**src/cpu_pkg.sv**
```systemverilog
package cpu_pkg;

    // ------------------------------------------------------------------------
    // Flag byte layout
    // ------------------------------------------------------------------------
    localparam int flag_c = 0;                  // Carry or borrow
    localparam int flag_p = 2;                  // Even parity
    localparam int flag_h = 4;                  // Half carry
    localparam int flag_z = 6;                  // Zero
    localparam int flag_s = 7;                  // Sign

    localparam logic [7:0] flags_reset = 8'b0000_0010;

    // ------------------------------------------------------------------------
    // ALU operation, opcode bits 5..3
    // ------------------------------------------------------------------------
    localparam logic [2:0] alu_add = 3'd0;
    localparam logic [2:0] alu_adc = 3'd1;
    localparam logic [2:0] alu_sub = 3'd2;
    localparam logic [2:0] alu_sbb = 3'd3;
    localparam logic [2:0] alu_and = 3'd4;
    localparam logic [2:0] alu_xor = 3'd5;
    localparam logic [2:0] alu_or  = 3'd6;
    localparam logic [2:0] alu_cmp = 3'd7;

    localparam logic [2:0] reg_a_idx = 3'd7;    // Index 6 is M, not a register

    typedef struct packed {
        logic       en;
        logic [2:0] idx;
        logic [7:0] data;
    } reg_wr_t;

    typedef struct packed {
        logic       alu_op;                     // Two-operand ALU operation
        logic       inc_dec;                    // INR or DCR
        logic       dec;                        // Decrement when set
        logic [2:0] op;
        logic [7:0] operand;
    } alu_req_t;

    typedef struct packed {
        logic       we;
        logic [7:0] addr;
        logic [7:0] data;
    } port_wr_t;

endpackage

```
**src/alu_unit.sv**
```systemverilog
`timescale 1ns/10ps

module alu_unit
    import cpu_pkg::*;
(
    input  logic       clock,
    input  logic       reset_n,
    input  logic       ce,
    input  logic [7:0] acc,
    input  alu_req_t   alu_req,
    output logic [7:0] alu_result,
    output logic [7:0] flags
);

    logic [8:0] sum;                            // Bit 8 is carry or borrow
    logic [7:0] inc_res;
    logic       carry;
    logic       logic_op;
    logic       half;
    logic [7:0] alu_flags;
    logic [7:0] idc_flags;

    assign carry = flags[flag_c];

    // ------------------------------------------------------------------------
    // Two-operand operations
    // ------------------------------------------------------------------------
    always_comb begin
        case (alu_req.op)
            alu_add: sum = {1'b0, acc} + {1'b0, alu_req.operand};
            alu_adc: sum = {1'b0, acc} + {1'b0, alu_req.operand} + {8'h00, carry};
            alu_sub: sum = {1'b0, acc} - {1'b0, alu_req.operand};
            alu_sbb: sum = {1'b0, acc} - {1'b0, alu_req.operand} - {8'h00, carry};
            alu_and: sum = {1'b0, acc & alu_req.operand};
            alu_xor: sum = {1'b0, acc ^ alu_req.operand};
            alu_or:  sum = {1'b0, acc | alu_req.operand};
            alu_cmp: sum = {1'b0, acc} - {1'b0, alu_req.operand};   // Flags only
        endcase
    end

    assign logic_op = (alu_req.op == alu_and) || (alu_req.op == alu_xor) ||
                      (alu_req.op == alu_or);

    assign half = logic_op ?
        ((alu_req.op == alu_and) && (acc[4] || alu_req.operand[4])) :
        (acc[4] ^ alu_req.operand[4] ^ sum[4]);

    assign inc_res = alu_req.dec ? alu_req.operand - 8'd1 : alu_req.operand + 8'd1;

    assign alu_result = alu_req.inc_dec ? inc_res : sum[7:0];

    always_comb begin
        alu_flags         = flags_reset;        // Fixed bits, bit 1 set
        alu_flags[flag_s] = sum[7];
        alu_flags[flag_z] = (sum[7:0] == 8'h00);
        alu_flags[flag_p] = ~^sum[7:0];
        alu_flags[flag_h] = half;
        alu_flags[flag_c] = sum[8] && !logic_op;

        idc_flags         = flags;              // H and C kept
        idc_flags[flag_s] = inc_res[7];
        idc_flags[flag_z] = (inc_res == 8'h00);
        idc_flags[flag_p] = ~^inc_res;
    end

    // ------------------------------------------------------------------------
    // Flag register
    // ------------------------------------------------------------------------
    always_ff @(posedge clock) begin
        if (!reset_n) begin
            flags <= flags_reset;
        end else if (ce && alu_req.alu_op) begin
            flags <= alu_flags;
        end else if (ce && alu_req.inc_dec) begin
            flags <= idc_flags;
        end
    end

    a_one_strobe : assert property (@(posedge clock) disable iff (!reset_n)
        !(alu_req.alu_op && alu_req.inc_dec))
        else $error("ALU and inc/dec strobes high together");

endmodule

```
**src/reg_file.sv**
```systemverilog
`timescale 1ns/10ps

module reg_file
    import cpu_pkg::*;
(
    input  logic       clock,
    input  logic       reset_n,
    input  reg_wr_t    reg_wr,
    input  logic [2:0] rd_sel,
    output logic [7:0] rd_val,
    output logic [7:0] acc
);

    // B C D E H L at 0..5, A at 7
    logic [7:0] regs [0:7];

    always_ff @(posedge clock) begin
        if (!reset_n) begin
            for (int i = 0; i < 8; i++) begin
                regs[i] <= 8'h00;
            end
        end else if (reg_wr.en) begin
            regs[reg_wr.idx] <= reg_wr.data;     // Strobe already carries ce
        end
    end

    assign rd_val = regs[rd_sel];
    assign acc    = regs[reg_a_idx];

    a_no_mem_write : assert property (@(posedge clock) disable iff (!reset_n)
        reg_wr.en |-> (reg_wr.idx != 3'd6))
        else $error("register write to index 6");

endmodule

```
**src/seq_ctrl.sv**
```systemverilog
`timescale 1ns/10ps

module seq_ctrl
    import cpu_pkg::*;
(
    input  logic        clock,
    input  logic        reset_n,
    input  logic        ce,
    input  logic [ 7:0] rd_data,
    input  logic [ 7:0] rd_val,
    input  logic [ 7:0] acc,
    input  logic [ 7:0] alu_result,
    input  logic [ 7:0] flags,
    output logic [15:0] address,
    output logic        m0,
    output logic [ 2:0] rd_sel,
    output reg_wr_t     reg_wr,
    output alu_req_t    alu_req,
    output port_wr_t    port_wr
);

    logic [15:0] pc;
    logic [15:0] pc_next;
    logic [ 7:0] data_ptr;                      // Port number or jump low byte
    logic        addr_sel;                      // Address from data_ptr
    logic        sel_next;
    logic        ptr_load;
    logic [ 1:0] step;
    logic [ 1:0] step_next;
    logic        done;                          // Last cycle of the instruction
    logic [ 7:0] opcode;
    logic [ 7:0] opc;
    logic        we_last;
    logic        cond_flag;
    logic        jump_taken;
    logic        is_mvi;
    logic        is_mov;
    logic        is_inr_dcr;
    logic        is_alu_r;
    logic        is_alu_i;
    logic        is_jmp;
    logic        is_jcc;
    logic        is_out;
    logic        is_halt;

    assign m0      = (step == 2'd0);
    assign opc     = m0 ? rd_data : opcode;     // Decode the bus during fetch
    assign address = addr_sel ? {8'h00, data_ptr} : pc;

    // ------------------------------------------------------------------------
    // Opcode decode
    // ------------------------------------------------------------------------
    assign is_halt    = (opc == 8'h76);
    assign is_mvi     = (opc[7:6] == 2'b00) && (opc[2:0] == 3'b110) && (opc[5:3] != 3'b110);
    assign is_inr_dcr = (opc[7:6] == 2'b00) && (opc[2:1] == 2'b10) && (opc[5:3] != 3'b110);
    assign is_mov     = (opc[7:6] == 2'b01) && (opc[5:3] != 3'b110) && (opc[2:0] != 3'b110);
    assign is_alu_r   = (opc[7:6] == 2'b10) && (opc[2:0] != 3'b110);
    assign is_alu_i   = (opc[7:6] == 2'b11) && (opc[2:0] == 3'b110);
    assign is_jmp     = (opc == 8'hC3);
    assign is_jcc     = (opc[7:6] == 2'b11) && (opc[2:0] == 3'b010);
    assign is_out     = (opc == 8'hD3);

    // NZ Z NC C PO PE P M
    always_comb begin
        case (opc[5:4])
            2'b00:   cond_flag = flags[flag_z];
            2'b01:   cond_flag = flags[flag_c];
            2'b10:   cond_flag = flags[flag_p];
            default: cond_flag = flags[flag_s];
        endcase
    end

    assign jump_taken = (cond_flag == opc[3]);

    // ------------------------------------------------------------------------
    // Step sequencing
    // ------------------------------------------------------------------------
    always_comb begin
        done      = 1'b0;
        pc_next   = pc;
        sel_next  = addr_sel;
        ptr_load  = 1'b0;
        rd_sel    = is_inr_dcr ? opc[5:3] : opc[2:0];
        reg_wr    = '0;
        alu_req   = '0;
        port_wr   = '0;

        reg_wr.idx      = opc[5:3];
        reg_wr.data     = alu_result;
        alu_req.op      = opc[5:3];
        alu_req.dec     = opc[0];
        alu_req.operand = rd_val;
        port_wr.addr    = data_ptr;
        port_wr.data    = acc;

        case (step)
            2'd0: begin
                pc_next = pc + 16'd1;
                if (is_halt) begin
                    pc_next = pc;               // Refetch forever
                    done    = 1'b1;
                end else if (is_mov) begin
                    reg_wr.en   = 1'b1;
                    reg_wr.data = rd_val;
                    done        = 1'b1;
                end else if (is_alu_r) begin
                    alu_req.alu_op = 1'b1;
                    reg_wr.en      = (opc[5:3] != alu_cmp);
                    reg_wr.idx     = reg_a_idx;
                    done           = 1'b1;
                end else if (is_inr_dcr) begin
                    alu_req.inc_dec = 1'b1;
                    reg_wr.en       = 1'b1;
                    done            = 1'b1;
                end else if (is_jcc && !jump_taken) begin
                    pc_next = pc + 16'd3;       // Skip both address bytes
                    done    = 1'b1;
                end else if (!(is_mvi || is_alu_i || is_jmp || is_jcc || is_out)) begin
                    done = 1'b1;                // NOP and unsupported
                end
            end
            2'd1: begin
                pc_next = pc + 16'd1;
                if (is_mvi) begin
                    reg_wr.en   = 1'b1;
                    reg_wr.data = rd_data;
                    done        = 1'b1;
                end else if (is_alu_i) begin
                    alu_req.alu_op  = 1'b1;
                    alu_req.operand = rd_data;
                    reg_wr.en       = (opc[5:3] != alu_cmp);
                    reg_wr.idx      = reg_a_idx;
                    done            = 1'b1;
                end else if (is_jmp || is_jcc) begin
                    ptr_load = 1'b1;
                end else if (is_out) begin
                    ptr_load = 1'b1;
                    sel_next = 1'b1;            // Put the port on the address bus
                end else begin
                    done = 1'b1;
                end
            end
            default: begin
                done = 1'b1;
                if (is_jmp || is_jcc) begin
                    pc_next = {rd_data, data_ptr};
                end else if (is_out) begin
                    port_wr.we = 1'b1;
                    sel_next   = 1'b0;
                end
            end
        endcase

        step_next = done ? 2'd0 : step + 2'd1;

        if (!ce) begin
            reg_wr.en       = 1'b0;
            alu_req.alu_op  = 1'b0;
            alu_req.inc_dec = 1'b0;
            port_wr.we      = 1'b0;
        end
    end

    always_ff @(posedge clock) begin
        if (!reset_n) begin
            pc       <= 16'h0000;
            step     <= 2'd0;
            addr_sel <= 1'b0;
            opcode   <= 8'h00;
            we_last  <= 1'b0;
        end else if (ce) begin
            pc       <= pc_next;
            step     <= step_next;
            addr_sel <= sel_next;
            we_last  <= port_wr.we;
            if (m0) begin
                opcode <= rd_data;
            end
        end
    end

    always_ff @(posedge clock) begin
        if (ce && ptr_load) begin
            data_ptr <= rd_data;
        end
    end

    // One strobe per OUT even across stalled cycles
    a_we_single : assert property (@(posedge clock) disable iff (!reset_n)
        we_last |-> !port_wr.we)
        else $error("port_wr.we high on two enabled cycles in a row");

    a_step_range : assert property (@(posedge clock) disable iff (!reset_n)
        step <= 2'd2)
        else $error("step counter out of range");

endmodule

```
**src/cpu_top.sv**
```systemverilog
`timescale 1ns/10ps

module cpu_top
    import cpu_pkg::*;
(
    input  logic        clock,
    input  logic        reset_n,
    input  logic        ce,
    input  logic [ 7:0] rd_data,
    output logic [15:0] address,
    output logic        m0,
    output port_wr_t    port_wr
);

    reg_wr_t    reg_wr;
    alu_req_t   alu_req;
    logic [2:0] rd_sel;
    logic [7:0] rd_val;
    logic [7:0] acc;
    logic [7:0] alu_result;
    logic [7:0] flags;

    seq_ctrl seq_ctrl_i (
        .clock      (clock),
        .reset_n    (reset_n),
        .ce         (ce),
        .rd_data    (rd_data),
        .rd_val     (rd_val),
        .acc        (acc),
        .alu_result (alu_result),
        .flags      (flags),
        .address    (address),
        .m0         (m0),
        .rd_sel     (rd_sel),
        .reg_wr     (reg_wr),
        .alu_req    (alu_req),
        .port_wr    (port_wr)
    );

    reg_file reg_file_i (
        .clock   (clock),
        .reset_n (reset_n),
        .reg_wr  (reg_wr),
        .rd_sel  (rd_sel),
        .rd_val  (rd_val),
        .acc     (acc)
    );

    alu_unit alu_unit_i (
        .clock      (clock),
        .reset_n    (reset_n),
        .ce         (ce),
        .acc        (acc),
        .alu_req    (alu_req),
        .alu_result (alu_result),
        .flags      (flags)
    );

endmodule

```
**config.mk**
```make
export PLATFORM = sky130hd
export DESIGN_NAME = cpu_top
export DESIGN_NICKNAME = d
export VERILOG_FILES = /design/src/cpu_pkg.sv /design/src/alu_unit.sv /design/src/reg_file.sv /design/src/seq_ctrl.sv /design/src/cpu_top.sv
export SDC_FILE = /design/constraint.sdc
export NUM_CORES = 1
export LEC_CHECK = 0
export BUFFER_PORTS_ARGS = -buffer_cell sky130_fd_sc_hd__clkbuf_2
export CAP_MARGIN = 30
export CORE_MARGIN = 1.5
export CORE_UTILIZATION = 30
export CTS_CLUSTER_DIAMETER = 30
export DETAILED_ROUTE_END_ITERATION = 6
export PLACE_DENSITY_LB_ADDON = 0.15
export SLEW_MARGIN = 40
export SYNTH_ARGS = -nofsm -noshare
export SYNTH_HDL_FRONTEND = slang
export SYNTH_SLANG_ARGS = --single-unit
```
**constraint.sdc**
```tcl
create_clock -name clock -period 18.6 [get_ports clock]
set_clock_uncertainty 0.2 [all_clocks]
set_input_delay 4.65 -clock clock [delete_from_list [all_inputs] [get_ports clock]]
set_output_delay 4.65 -clock clock [all_outputs]
set_load 0.03 [all_outputs]
```
==> run_summary.xml, run 1 <==
<?xml version="1.0" encoding="UTF-8"?>
<metrics>
  <group name="route">
    <metric name="dr_total_vias" unit="">7763</metric>
    <metric name="post_drt_wl_per_cell" unit="um">21.0</metric>
    <metric name="wl" unit="mm">30.1</metric>
    <metric name="drtIter0Drc" unit="">820</metric>
    <metric name="firstDrtPassIters" unit="">5</metric>
    <metric name="final_antenna_net_count" unit="">0</metric>
    <metric name="viasPerCell" unit="">5.42</metric>
    <metric name="route.detailed.drc" unit="">0</metric>
  </group>
  <group name="cts">
    <metric name="cts_hold_buffers" unit="">0</metric>
    <metric name="clock-root-buffer" unit="">sky130_fd_sc_hd__clkbuf_16</metric>
    <metric name="insertion_delay_to_the_later_sink_of_the_worst_skew_pair" unit="ns">0.36</metric>
    <metric name="htree_levels" unit="">3</metric>
    <metric name="cts_repair_resize_count" unit="">0</metric>
    <metric name="tritoncts.num_buffers" unit="">9</metric>
    <metric name="postCtsSetupRepairBufs" unit="">0</metric>
    <metric name="cts_tree" unit="">yes</metric>
    <metric name="cts.sinks" unit="">103</metric>
    <metric name="reg_clk_slew_reported_paths" unit="ns">0.08</metric>
    <metric name="cts-root-to-sink-buffers" unit="">2</metric>
  </group>
  <group name="run_status">
    <metric name="run_status" unit="">completed</metric>
  </group>
  <group name="yosys">
    <metric name="netlist-cell-type-count" unit="">92</metric>
    <metric name="yosys.area.top_type" unit="">sky130_fd_sc_hd__edfxtp_1</metric>
    <metric name="syn_avg_cell_area" unit="um2">8.23</metric>
    <metric name="synth_top_cells_by_area" unit="">sky130_fd_sc_hd__edfxtp_1 25%, sky130_fd_sc_hd__dfxtp_1 7.3%, sky130_fd_sc_hd__ha_1 6.8%</metric>
    <metric name="netlist_area" unit="um2">8510</metric>
    <metric name="postSynthRegisterBits" unit="">103</metric>
    <metric name="synth_top_area_share" unit="%">25.4</metric>
    <metric name="synth_sequential_area_ratio" unit="%">32.7</metric>
    <metric name="commonest_register_cell_after_synthesis" unit="">sky130_fd_sc_hd__edfxtp_1</metric>
    <metric name="syn_inst" unit="">1034</metric>
    <metric name="post_synth_xor_area_fraction" unit="%">4.11</metric>
    <metric name="combinational_family_with_the_most_area_after_synthesis" unit="">compound AO/OA/AOI/OAI gates</metric>
    <metric name="synth_simple_gate_area_share" unit="%">23.1</metric>
    <metric name="synthesized_area_fraction_occupied_by_ao_oa_aoi_and_oai_cells" unit="%">23.1</metric>
    <metric name="count_of_flip_flops_with_a_built_in_enable_after_synthesis" unit="">72</metric>
    <metric name="adder_cell_fraction_of_synth_area" unit="%">7.58</metric>
    <metric name="asyncSetResetFlopFracSynth" unit="%">0</metric>
    <metric name="synth_mux_area_share" unit="%">4.32</metric>
    <metric name="ys_warn_count" unit="">0</metric>
  </group>
  <group name="timing">
    <metric name="final_max_slew_viol_count" unit="">0</metric>
    <metric name="clock.fmax" unit="MHz">87.6</metric>
    <metric name="final.setup.tns" unit="ns">0</metric>
    <metric name="finalCritPeriodShare" unit="%">61.4</metric>
    <metric name="worst_slew_margin_rel" unit="%">45.0</metric>
    <metric name="final_period_minus_worst_setup_slack" unit="ns">11.42</metric>
    <metric name="grt_setup_unrepaired" unit="">no</metric>
    <metric name="tightest_slew" unit="ns">0.824</metric>
    <metric name="finalSetupViolCount" unit="">0</metric>
    <metric name="hold_viol_final" unit="">0</metric>
  </group>
  <group name="floorplan">
    <metric name="io-pin-count" unit="">45</metric>
    <metric name="start_util" unit="%">30.6</metric>
    <metric name="dieHeight" unit="um">171</metric>
    <metric name="dieArea" unit="um2">29400</metric>
    <metric name="floorplan.die.width" unit="um">171</metric>
    <metric name="placementRows" unit="">61</metric>
    <metric name="design.core.area" unit="um2">27900</metric>
  </group>
  <group name="critical_path">
    <metric name="critPathMostFrequentCell" unit="">sky130_fd_sc_hd__clkbuf_2</metric>
    <metric name="rr_startpoint" unit="">seq_ctrl_i.step[0]</metric>
    <metric name="critical_path.max_fanout" unit="">15</metric>
    <metric name="worst_path_class_setup" unit="">primary input to output port</metric>
    <metric name="cpPeakStageDelay" unit="ns">0.43</metric>
    <metric name="r2r.worst_path.cells" unit="">29</metric>
    <metric name="ff_to_ff_setup_slack" unit="ns">10.59</metric>
    <metric name="worst-endpoint-arrival" unit="ns">6.57</metric>
    <metric name="crit_family" unit="">simple AND/OR/NAND/NOR gates</metric>
    <metric name="crit_path_cell_trace" unit="">clkbuf_2 -&gt; mux2i_2 -&gt; buf_4 -&gt; nand2_1 -&gt; nor4_1 -&gt; and3_1 -&gt; clkbuf_2</metric>
    <metric name="worst_r2r_endpoint" unit="">alu_unit_i.flags[2]</metric>
    <metric name="total_buffers_and_inverters_traversed_by_the_critical_path" unit="">3</metric>
    <metric name="critical_path_required" unit="ns">13.75</metric>
    <metric name="worstSetupEndpointType" unit="">output port</metric>
    <metric name="critical_path.slowest_cell" unit="">sky130_fd_sc_hd__nor4_1</metric>
    <metric name="crit_path_start_kind" unit="">primary input</metric>
  </group>
  <group name="power_and_ir_drop">
    <metric name="total_leakage_power" unit="nW">3.57</metric>
    <metric name="worst_ir_drop_vdd" unit="uV">39.7</metric>
    <metric name="power.density_cell_area" unit="nW/um2">78.5</metric>
  </group>
  <group name="grt">
    <metric name="vias_in_the_first_global_route" unit="">7459</metric>
    <metric name="grt_max_degree" unit="">37</metric>
    <metric name="grt_use_total" unit="%">20.9</metric>
    <metric name="overflow" unit="">0</metric>
    <metric name="initial_antenna_violation_count" unit="">0</metric>
    <metric name="grt_pass1_wl" unit="mm">46.0</metric>
  </group>
  <group name="job">
    <metric name="cap_viol_max_count" unit="">0</metric>
  </group>
  <group name="hold_path">
    <metric name="hold_path.class" unit="">register to register</metric>
    <metric name="hold_path_end" unit="">seq_ctrl_i.step[1]</metric>
    <metric name="holdPathStages" unit="">2</metric>
    <metric name="hold_path_startpoint" unit="">seq_ctrl_i.step[1]</metric>
  </group>
  <group name="final_layout">
    <metric name="post-route-util" unit="%">33.6</metric>
    <metric name="layout.nets" unit="">1108</metric>
    <metric name="drive_above_1_share" unit="%">11.9</metric>
    <metric name="insertedDiodeCount" unit="">0</metric>
    <metric name="layout.cells.most_common" unit="">sky130_fd_sc_hd__nor2_1</metric>
    <metric name="area_growth_syn_to_layout" unit="%">9.88</metric>
    <metric name="final_cell_mix" unit="">137 x sky130_fd_sc_hd__nor2_1, 116 x sky130_fd_sc_hd__nand2_1, 72 x sky130_fd_sc_hd__edfxtp_1, 69 x sky130_fd_sc_hd__a21oi_1, 59 x sky130_fd_sc_hd__o21ai_0</metric>
  </group>
  <group name="placed_design">
    <metric name="gp_routability_congestion" unit="">0.869</metric>
    <metric name="dp.final_hpwl" unit="mm">22.5</metric>
    <metric name="buffer_ports.inserted" unit="">44</metric>
  </group>
</metrics>
## per-stage QoR
step	worst slack [ns]	std cells	area, um2	power [mW]	hold slack [ns]
global route	6.98	1431	9360	0.777	0.288
CTS	7.19	1430	9350	0.736	0.274
detailed placement	7.20	1414	9060	0.546	0.261
floorplan	7.57	1041	8540	0.466	0.244
finish	7.18	1431	9360	0.734	0.274
global placement	7.15	1413	9040	0.545	0.261
## registers in the layout, indices dropped and copies added, names as in the netlist
name,count
seq_ctrl_i.opcode,8
seq_ctrl_i.data_ptr,8
seq_ctrl_i.step,2
reg_file_i.regs,64
seq_ctrl_i.pc,16
seq_ctrl_i.addr_sel,1
alu_unit_i.flags,4
## worst register-to-register path: cells and delay by family (launching register included)
kind,cells,cell delay (ns)
AO/OA/AOI/OAI,12,3.13
AND/OR/NAND/NOR,9,2.08
adder cells (fa/ha/maj),3,1.22
buffers and inverters,3,0.64
flip-flops,1,0.33
XOR/XNOR,2,0.31
## how the worst max path moves through the flow
stage               startpoint                  end  slack (ns)  cells after the start
floorplan           rd_data[5]          port_wr[16]        7.57                      6
global placement    rd_data[3]          port_wr[16]        7.15                      7
detailed placement  rd_data[3]          port_wr[16]        7.20                      7
CTS                 rd_data[3]          port_wr[16]        7.19                      7
global route        rd_data[5]  alu_unit_i.flags[2]        6.98                     25
finish              rd_data[3]          port_wr[16]        7.18                      7
## logic make-up (layout without fill, tap and decap cells)
logic type / Yosys count / after routing
AO/OA/AOI/OAI: 286 / 286
XOR/XNOR: 40 / 40
adder cells (fa/ha/maj): 50 / 50
buffers and inverters: 102 / 114
flip-flops: 103 / 103
multiplexers: 33 / 33
other: 1 / 8
AND/OR/NAND/NOR: 419 / 419
## Yosys cell counts, drive strengths merged, types with 4 or more instances
cell type,number
clkbuf,43
o311ai,9
edfxtp,72
a31oi,12
nand4,5
xnor2,26
a221oi,9
nand4b,4
and3,13
xor2,14
dfxtp,31
nor2b,26
nand2,118
a211oi,8
o21ai,64
or3,6
o221ai,4
nor2,139
o211ai,18
o21a,7
nand2b,11
buf,18
and2,8
or2,11
nand3,42
mux2i,15
a22o,5
nor3,16
a21o,8
a22oi,17
ha,46
o22ai,10
o31ai,7
a21oi,69
mux2,18
inv,40
nor4,6
a221o,4
## cell type report
class                      instances  area [um2]
multi-input combinational        836        5340
clock buffer                       9         225
clock inverter                     7        66.3
inverter                          41         154
sequential                       103        2780
tap                              378         473
timing repair buffer              57         315
fill                            3008       18500
## where the power goes
group | leakage [nW] | switching (mW) | internal (mW)
Combinational | 2.45 | 0.179 | 0.103
Clock | 0.141 | 0.0961 | 0.0938
Sequential | 0.981 | 0.00803 | 0.254
## metal layers
layer	GRT usage (%)	share of wire (%)	routed length (um)	vias to the layer above
met2	34.4	47	14000	221
li1	-	-	-	3783
met4	5.19	1.6	470	0
met3	2.14	4.7	1410	20
met1	29.4	47	14200	3739
met5	0	0	0	-
Power figures use the tool's default switching activity.
==> run 2, diff against run 1 <==
ABC_AREA = 1   (was not set)
clock period = 11.8 ns   (was 18.6 ns; I/O delays follow)
==> run_summary.xml, run 2 <==
<?xml version="1.0" encoding="UTF-8"?>
<metrics>
  <group name="run_status">
    <metric name="run_status" unit="">completed</metric>
  </group>
  <group name="timing">
    <metric name="hold_slack" unit="ns">0.259</metric>
    <metric name="final_period_minus_worst_setup_slack" unit="ns">8.46</metric>
    <metric name="final.setup.tns" unit="ns">0</metric>
    <metric name="finalSetupViolCount" unit="">0</metric>
    <metric name="finalCritPeriodShare" unit="%">71.7</metric>
    <metric name="worst_slew_margin_rel" unit="%">46.2</metric>
    <metric name="grt_setup_unrepaired" unit="">no</metric>
    <metric name="final_max_slew_viol_count" unit="">0</metric>
    <metric name="clock.fmax" unit="MHz">118</metric>
    <metric name="hold_viol_final" unit="">0</metric>
    <metric name="tightest_slew" unit="ns">0.798</metric>
  </group>
  <group name="final_layout">
    <metric name="insertedDiodeCount" unit="">0</metric>
    <metric name="stdcell_count" unit="">1482</metric>
    <metric name="largest_reg_flops" unit="">64</metric>
    <metric name="layout.nets" unit="">1196</metric>
    <metric name="area_growth_syn_to_layout" unit="%">10.3</metric>
    <metric name="post-route-util" unit="%">33.6</metric>
    <metric name="area_of_combinational_cells_with_multiple_inputs" unit="um2">4740</metric>
    <metric name="num-fill-cells" unit="">2943</metric>
    <metric name="layout.cells.most_common" unit="">sky130_fd_sc_hd__nand2_1</metric>
    <metric name="drive_above_1_share" unit="%">11.5</metric>
    <metric name="final_cell_mix" unit="">230 x sky130_fd_sc_hd__nand2_1, 130 x sky130_fd_sc_hd__inv_1, 116 x sky130_fd_sc_hd__nor2_1, 88 x sky130_fd_sc_hd__nand3_1, 72 x sky130_fd_sc_hd__edfxtp_1</metric>
    <metric name="largestRegisters" unit="">reg_file_i.regs x64, seq_ctrl_i.pc x16</metric>
    <metric name="largest-register" unit="">reg_file_i.regs</metric>
    <metric name="area.sequential" unit="um2">2780</metric>
  </group>
  <group name="power_and_ir_drop">
    <metric name="total_leakage_power" unit="nW">3.81</metric>
    <metric name="net-switching-power" unit="mW">1.01</metric>
    <metric name="power.density_cell_area" unit="nW/um2">216</metric>
    <metric name="fin_total_pwr" unit="mW">1.95</metric>
    <metric name="p_int" unit="uW">949</metric>
    <metric name="worst_ir_drop_vdd" unit="uV">105</metric>
    <metric name="power_frac_comb" unit="%">62.0</metric>
    <metric name="power_frac_seq" unit="%">22.6</metric>
    <metric name="sw_frac_of_total" unit="%">51.4</metric>
    <metric name="share_clk_of_total_power" unit="%">15.4</metric>
  </group>
  <group name="route">
    <metric name="firstDrtPassIters" unit="">5</metric>
    <metric name="dr_total_vias" unit="">7719</metric>
    <metric name="post_drt_wl_per_cell" unit="um">18.7</metric>
    <metric name="drtIter0Drc" unit="">620</metric>
    <metric name="route.detailed.drc" unit="">0</metric>
    <metric name="wl" unit="mm">27.7</metric>
    <metric name="final_antenna_net_count" unit="">0</metric>
    <metric name="viasPerCell" unit="">5.21</metric>
  </group>
  <group name="floorplan">
    <metric name="start_util" unit="%">30.5</metric>
    <metric name="placementRows" unit="">60</metric>
    <metric name="dieHeight" unit="um">168</metric>
    <metric name="floorplan.die.width" unit="um">168</metric>
    <metric name="io-pin-count" unit="">45</metric>
    <metric name="design.core.area" unit="um2">26900</metric>
    <metric name="dieArea" unit="um2">28300</metric>
  </group>
  <group name="critical_path">
    <metric name="critical_path_required" unit="ns">11.87</metric>
    <metric name="crit_family" unit="">compound AO/OA/AOI/OAI gates</metric>
    <metric name="worstSetupEndpointType" unit="">register</metric>
    <metric name="cpPeakStageDelay" unit="ns">0.66</metric>
    <metric name="worst-endpoint-arrival" unit="ns">8.53</metric>
    <metric name="worst_path_class_setup" unit="">primary input to register</metric>
    <metric name="critical_path.max_fanout" unit="">16</metric>
    <metric name="critical_path.slowest_cell" unit="">sky130_fd_sc_hd__o21ai_0</metric>
    <metric name="total_buffers_and_inverters_traversed_by_the_critical_path" unit="">3</metric>
    <metric name="critPathMostFrequentCell" unit="">sky130_fd_sc_hd__nand2_1</metric>
    <metric name="crit_path_start_kind" unit="">primary input</metric>
  </group>
  <group name="cts">
    <metric name="cts_repair_resize_count" unit="">0</metric>
    <metric name="cts_tree" unit="">yes</metric>
    <metric name="htree_levels" unit="">3</metric>
    <metric name="cts-root-to-sink-buffers" unit="">2</metric>
    <metric name="reg_clk_slew_reported_paths" unit="ns">0.07</metric>
    <metric name="insertion_delay_to_the_later_sink_of_the_worst_skew_pair" unit="ns">0.36</metric>
    <metric name="postCtsSetupRepairBufs" unit="">0</metric>
    <metric name="clock-root-buffer" unit="">sky130_fd_sc_hd__clkbuf_16</metric>
    <metric name="cts.sinks" unit="">103</metric>
    <metric name="tritoncts.num_buffers" unit="">9</metric>
    <metric name="cts_hold_buffers" unit="">0</metric>
  </group>
  <group name="yosys">
    <metric name="syn_avg_cell_area" unit="um2">7.45</metric>
    <metric name="asyncSetResetFlopFracSynth" unit="%">0</metric>
    <metric name="syn_inst" unit="">1099</metric>
    <metric name="yosys.area.top_type" unit="">sky130_fd_sc_hd__edfxtp_1</metric>
    <metric name="synth_top_area_share" unit="%">26.4</metric>
    <metric name="synth.top_cells.by_count" unit="">230 x sky130_fd_sc_hd__nand2_1, 130 x sky130_fd_sc_hd__inv_1, 116 x sky130_fd_sc_hd__nor2_1, 89 x sky130_fd_sc_hd__nand3_1, 72 x sky130_fd_sc_hd__edfxtp_1</metric>
    <metric name="netlist-cell-type-count" unit="">59</metric>
    <metric name="netlist_area" unit="um2">8190</metric>
    <metric name="postSynthRegisterBits" unit="">103</metric>
    <metric name="count_of_flip_flops_with_a_built_in_enable_after_synthesis" unit="">72</metric>
    <metric name="post-synth-top-count-cell" unit="">sky130_fd_sc_hd__nand2_1</metric>
    <metric name="synth_top_cells_by_area" unit="">sky130_fd_sc_hd__edfxtp_1 26%, sky130_fd_sc_hd__nand2_1 11%, sky130_fd_sc_hd__dfxtp_1 7.6%</metric>
    <metric name="commonest_register_cell_after_synthesis" unit="">sky130_fd_sc_hd__edfxtp_1</metric>
    <metric name="synth_sequential_area_ratio" unit="%">34.0</metric>
    <metric name="ys_warn_count" unit="">0</metric>
  </group>
  <group name="job">
    <metric name="cap_viol_max_count" unit="">0</metric>
  </group>
  <group name="placed_design">
    <metric name="dp_cells" unit="">1466</metric>
    <metric name="dp.final_hpwl" unit="mm">21.2</metric>
    <metric name="buffer_ports.inserted" unit="">44</metric>
    <metric name="gp_routability_congestion" unit="">0.886</metric>
  </group>
  <group name="grt">
    <metric name="grt_max_degree" unit="">36</metric>
    <metric name="grt_use_total" unit="%">19.8</metric>
    <metric name="initial_antenna_violation_count" unit="">0</metric>
    <metric name="overflow" unit="">0</metric>
    <metric name="vias_in_the_first_global_route" unit="">7222</metric>
    <metric name="grt_pass1_wl" unit="mm">42.6</metric>
  </group>
  <group name="hold_path">
    <metric name="hold_path.class" unit="">register to register</metric>
  </group>
</metrics>
[run 2: through the flow]
stage	instance area [um2]	setup slack, ns
floorplan	8210	3.95
global placement	8730	3.05
CTS	9030	3.42
detailed placement	8740	3.03
finish	9030	3.34
global route	9030	2.78
[run 2: layout make-up]
type                            instances  area share (%)
Multi-Input combinational cell        829            52.4
Clock inverter                          6           0.693
Tap cell                              341            4.72
Inverter                              145            6.04
Timing Repair Buffer                   48            2.74
Sequential cell                       103            30.8
Clock buffer                           10            2.54
[run 2: worst min-delay path: stages (launching register included)]
cell and delay (ns):
sky130_fd_sc_hd__dfxtp_1 0.30, sky130_fd_sc_hd__inv_1 0.06, sky130_fd_sc_hd__a21oi_1 0.06
[run 2: path summary, 6_finish.rpt]
path | cells after the start | startpoint | end | slack [ns]
setup reg to reg | 30 | seq_ctrl_i.step[0] | alu_unit_i.flags[2] | 4.74
hold reg to reg | 2 | seq_ctrl_i.opcode[7] | seq_ctrl_i.opcode[7] | 0.26
setup / recovery | 28 | rd_data[6] | alu_unit_i.flags[2] | 3.34
hold / removal | 2 | seq_ctrl_i.opcode[7] | seq_ctrl_i.opcode[7] | 0.26
[run 2: per-layer routing]
metal	GRT usage, %	wire length, um	vias up
met5	0	0	-
met4	4.27	326	0
met3	2.59	1280	23
met2	32.8	13000	222
met1	27.4	13100	3683
li1	-	-	3791
[run 2: cells by family (layout without fill, tap and decap cells)]
logic type | count (synthesis) | in the layout | synth area share [%]
AND/OR/NAND/NOR | 510 | 510 | 28.0
AO/OA/AOI/OAI | 216 | 216 | 16.7
buffers and inverters | 174 | 209 | 8.53
flip-flops | 103 | 103 | 34.0
adder cells (fa/ha/maj) | 49 | 49 | 7.77
XOR/XNOR | 46 | 46 | 5.01
other | 1 | 8 | 0.0458
[run 2: power by group through the flow]
| stage | Sequential [mW] | Clock (mW) | Combinational, mW |
|---|---|---|---|
| after floorplan | 0.446 | 0 | 0.863 |
| after global placement | 0.451 | 0 | 1.20 |
| after detailed placement | 0.450 | 0 | 1.20 |
| after CTS | 0.442 | 0.307 | 1.20 |
| after global routing | 0.447 | 0.320 | 1.33 |
| final | 0.442 | 0.300 | 1.21 |
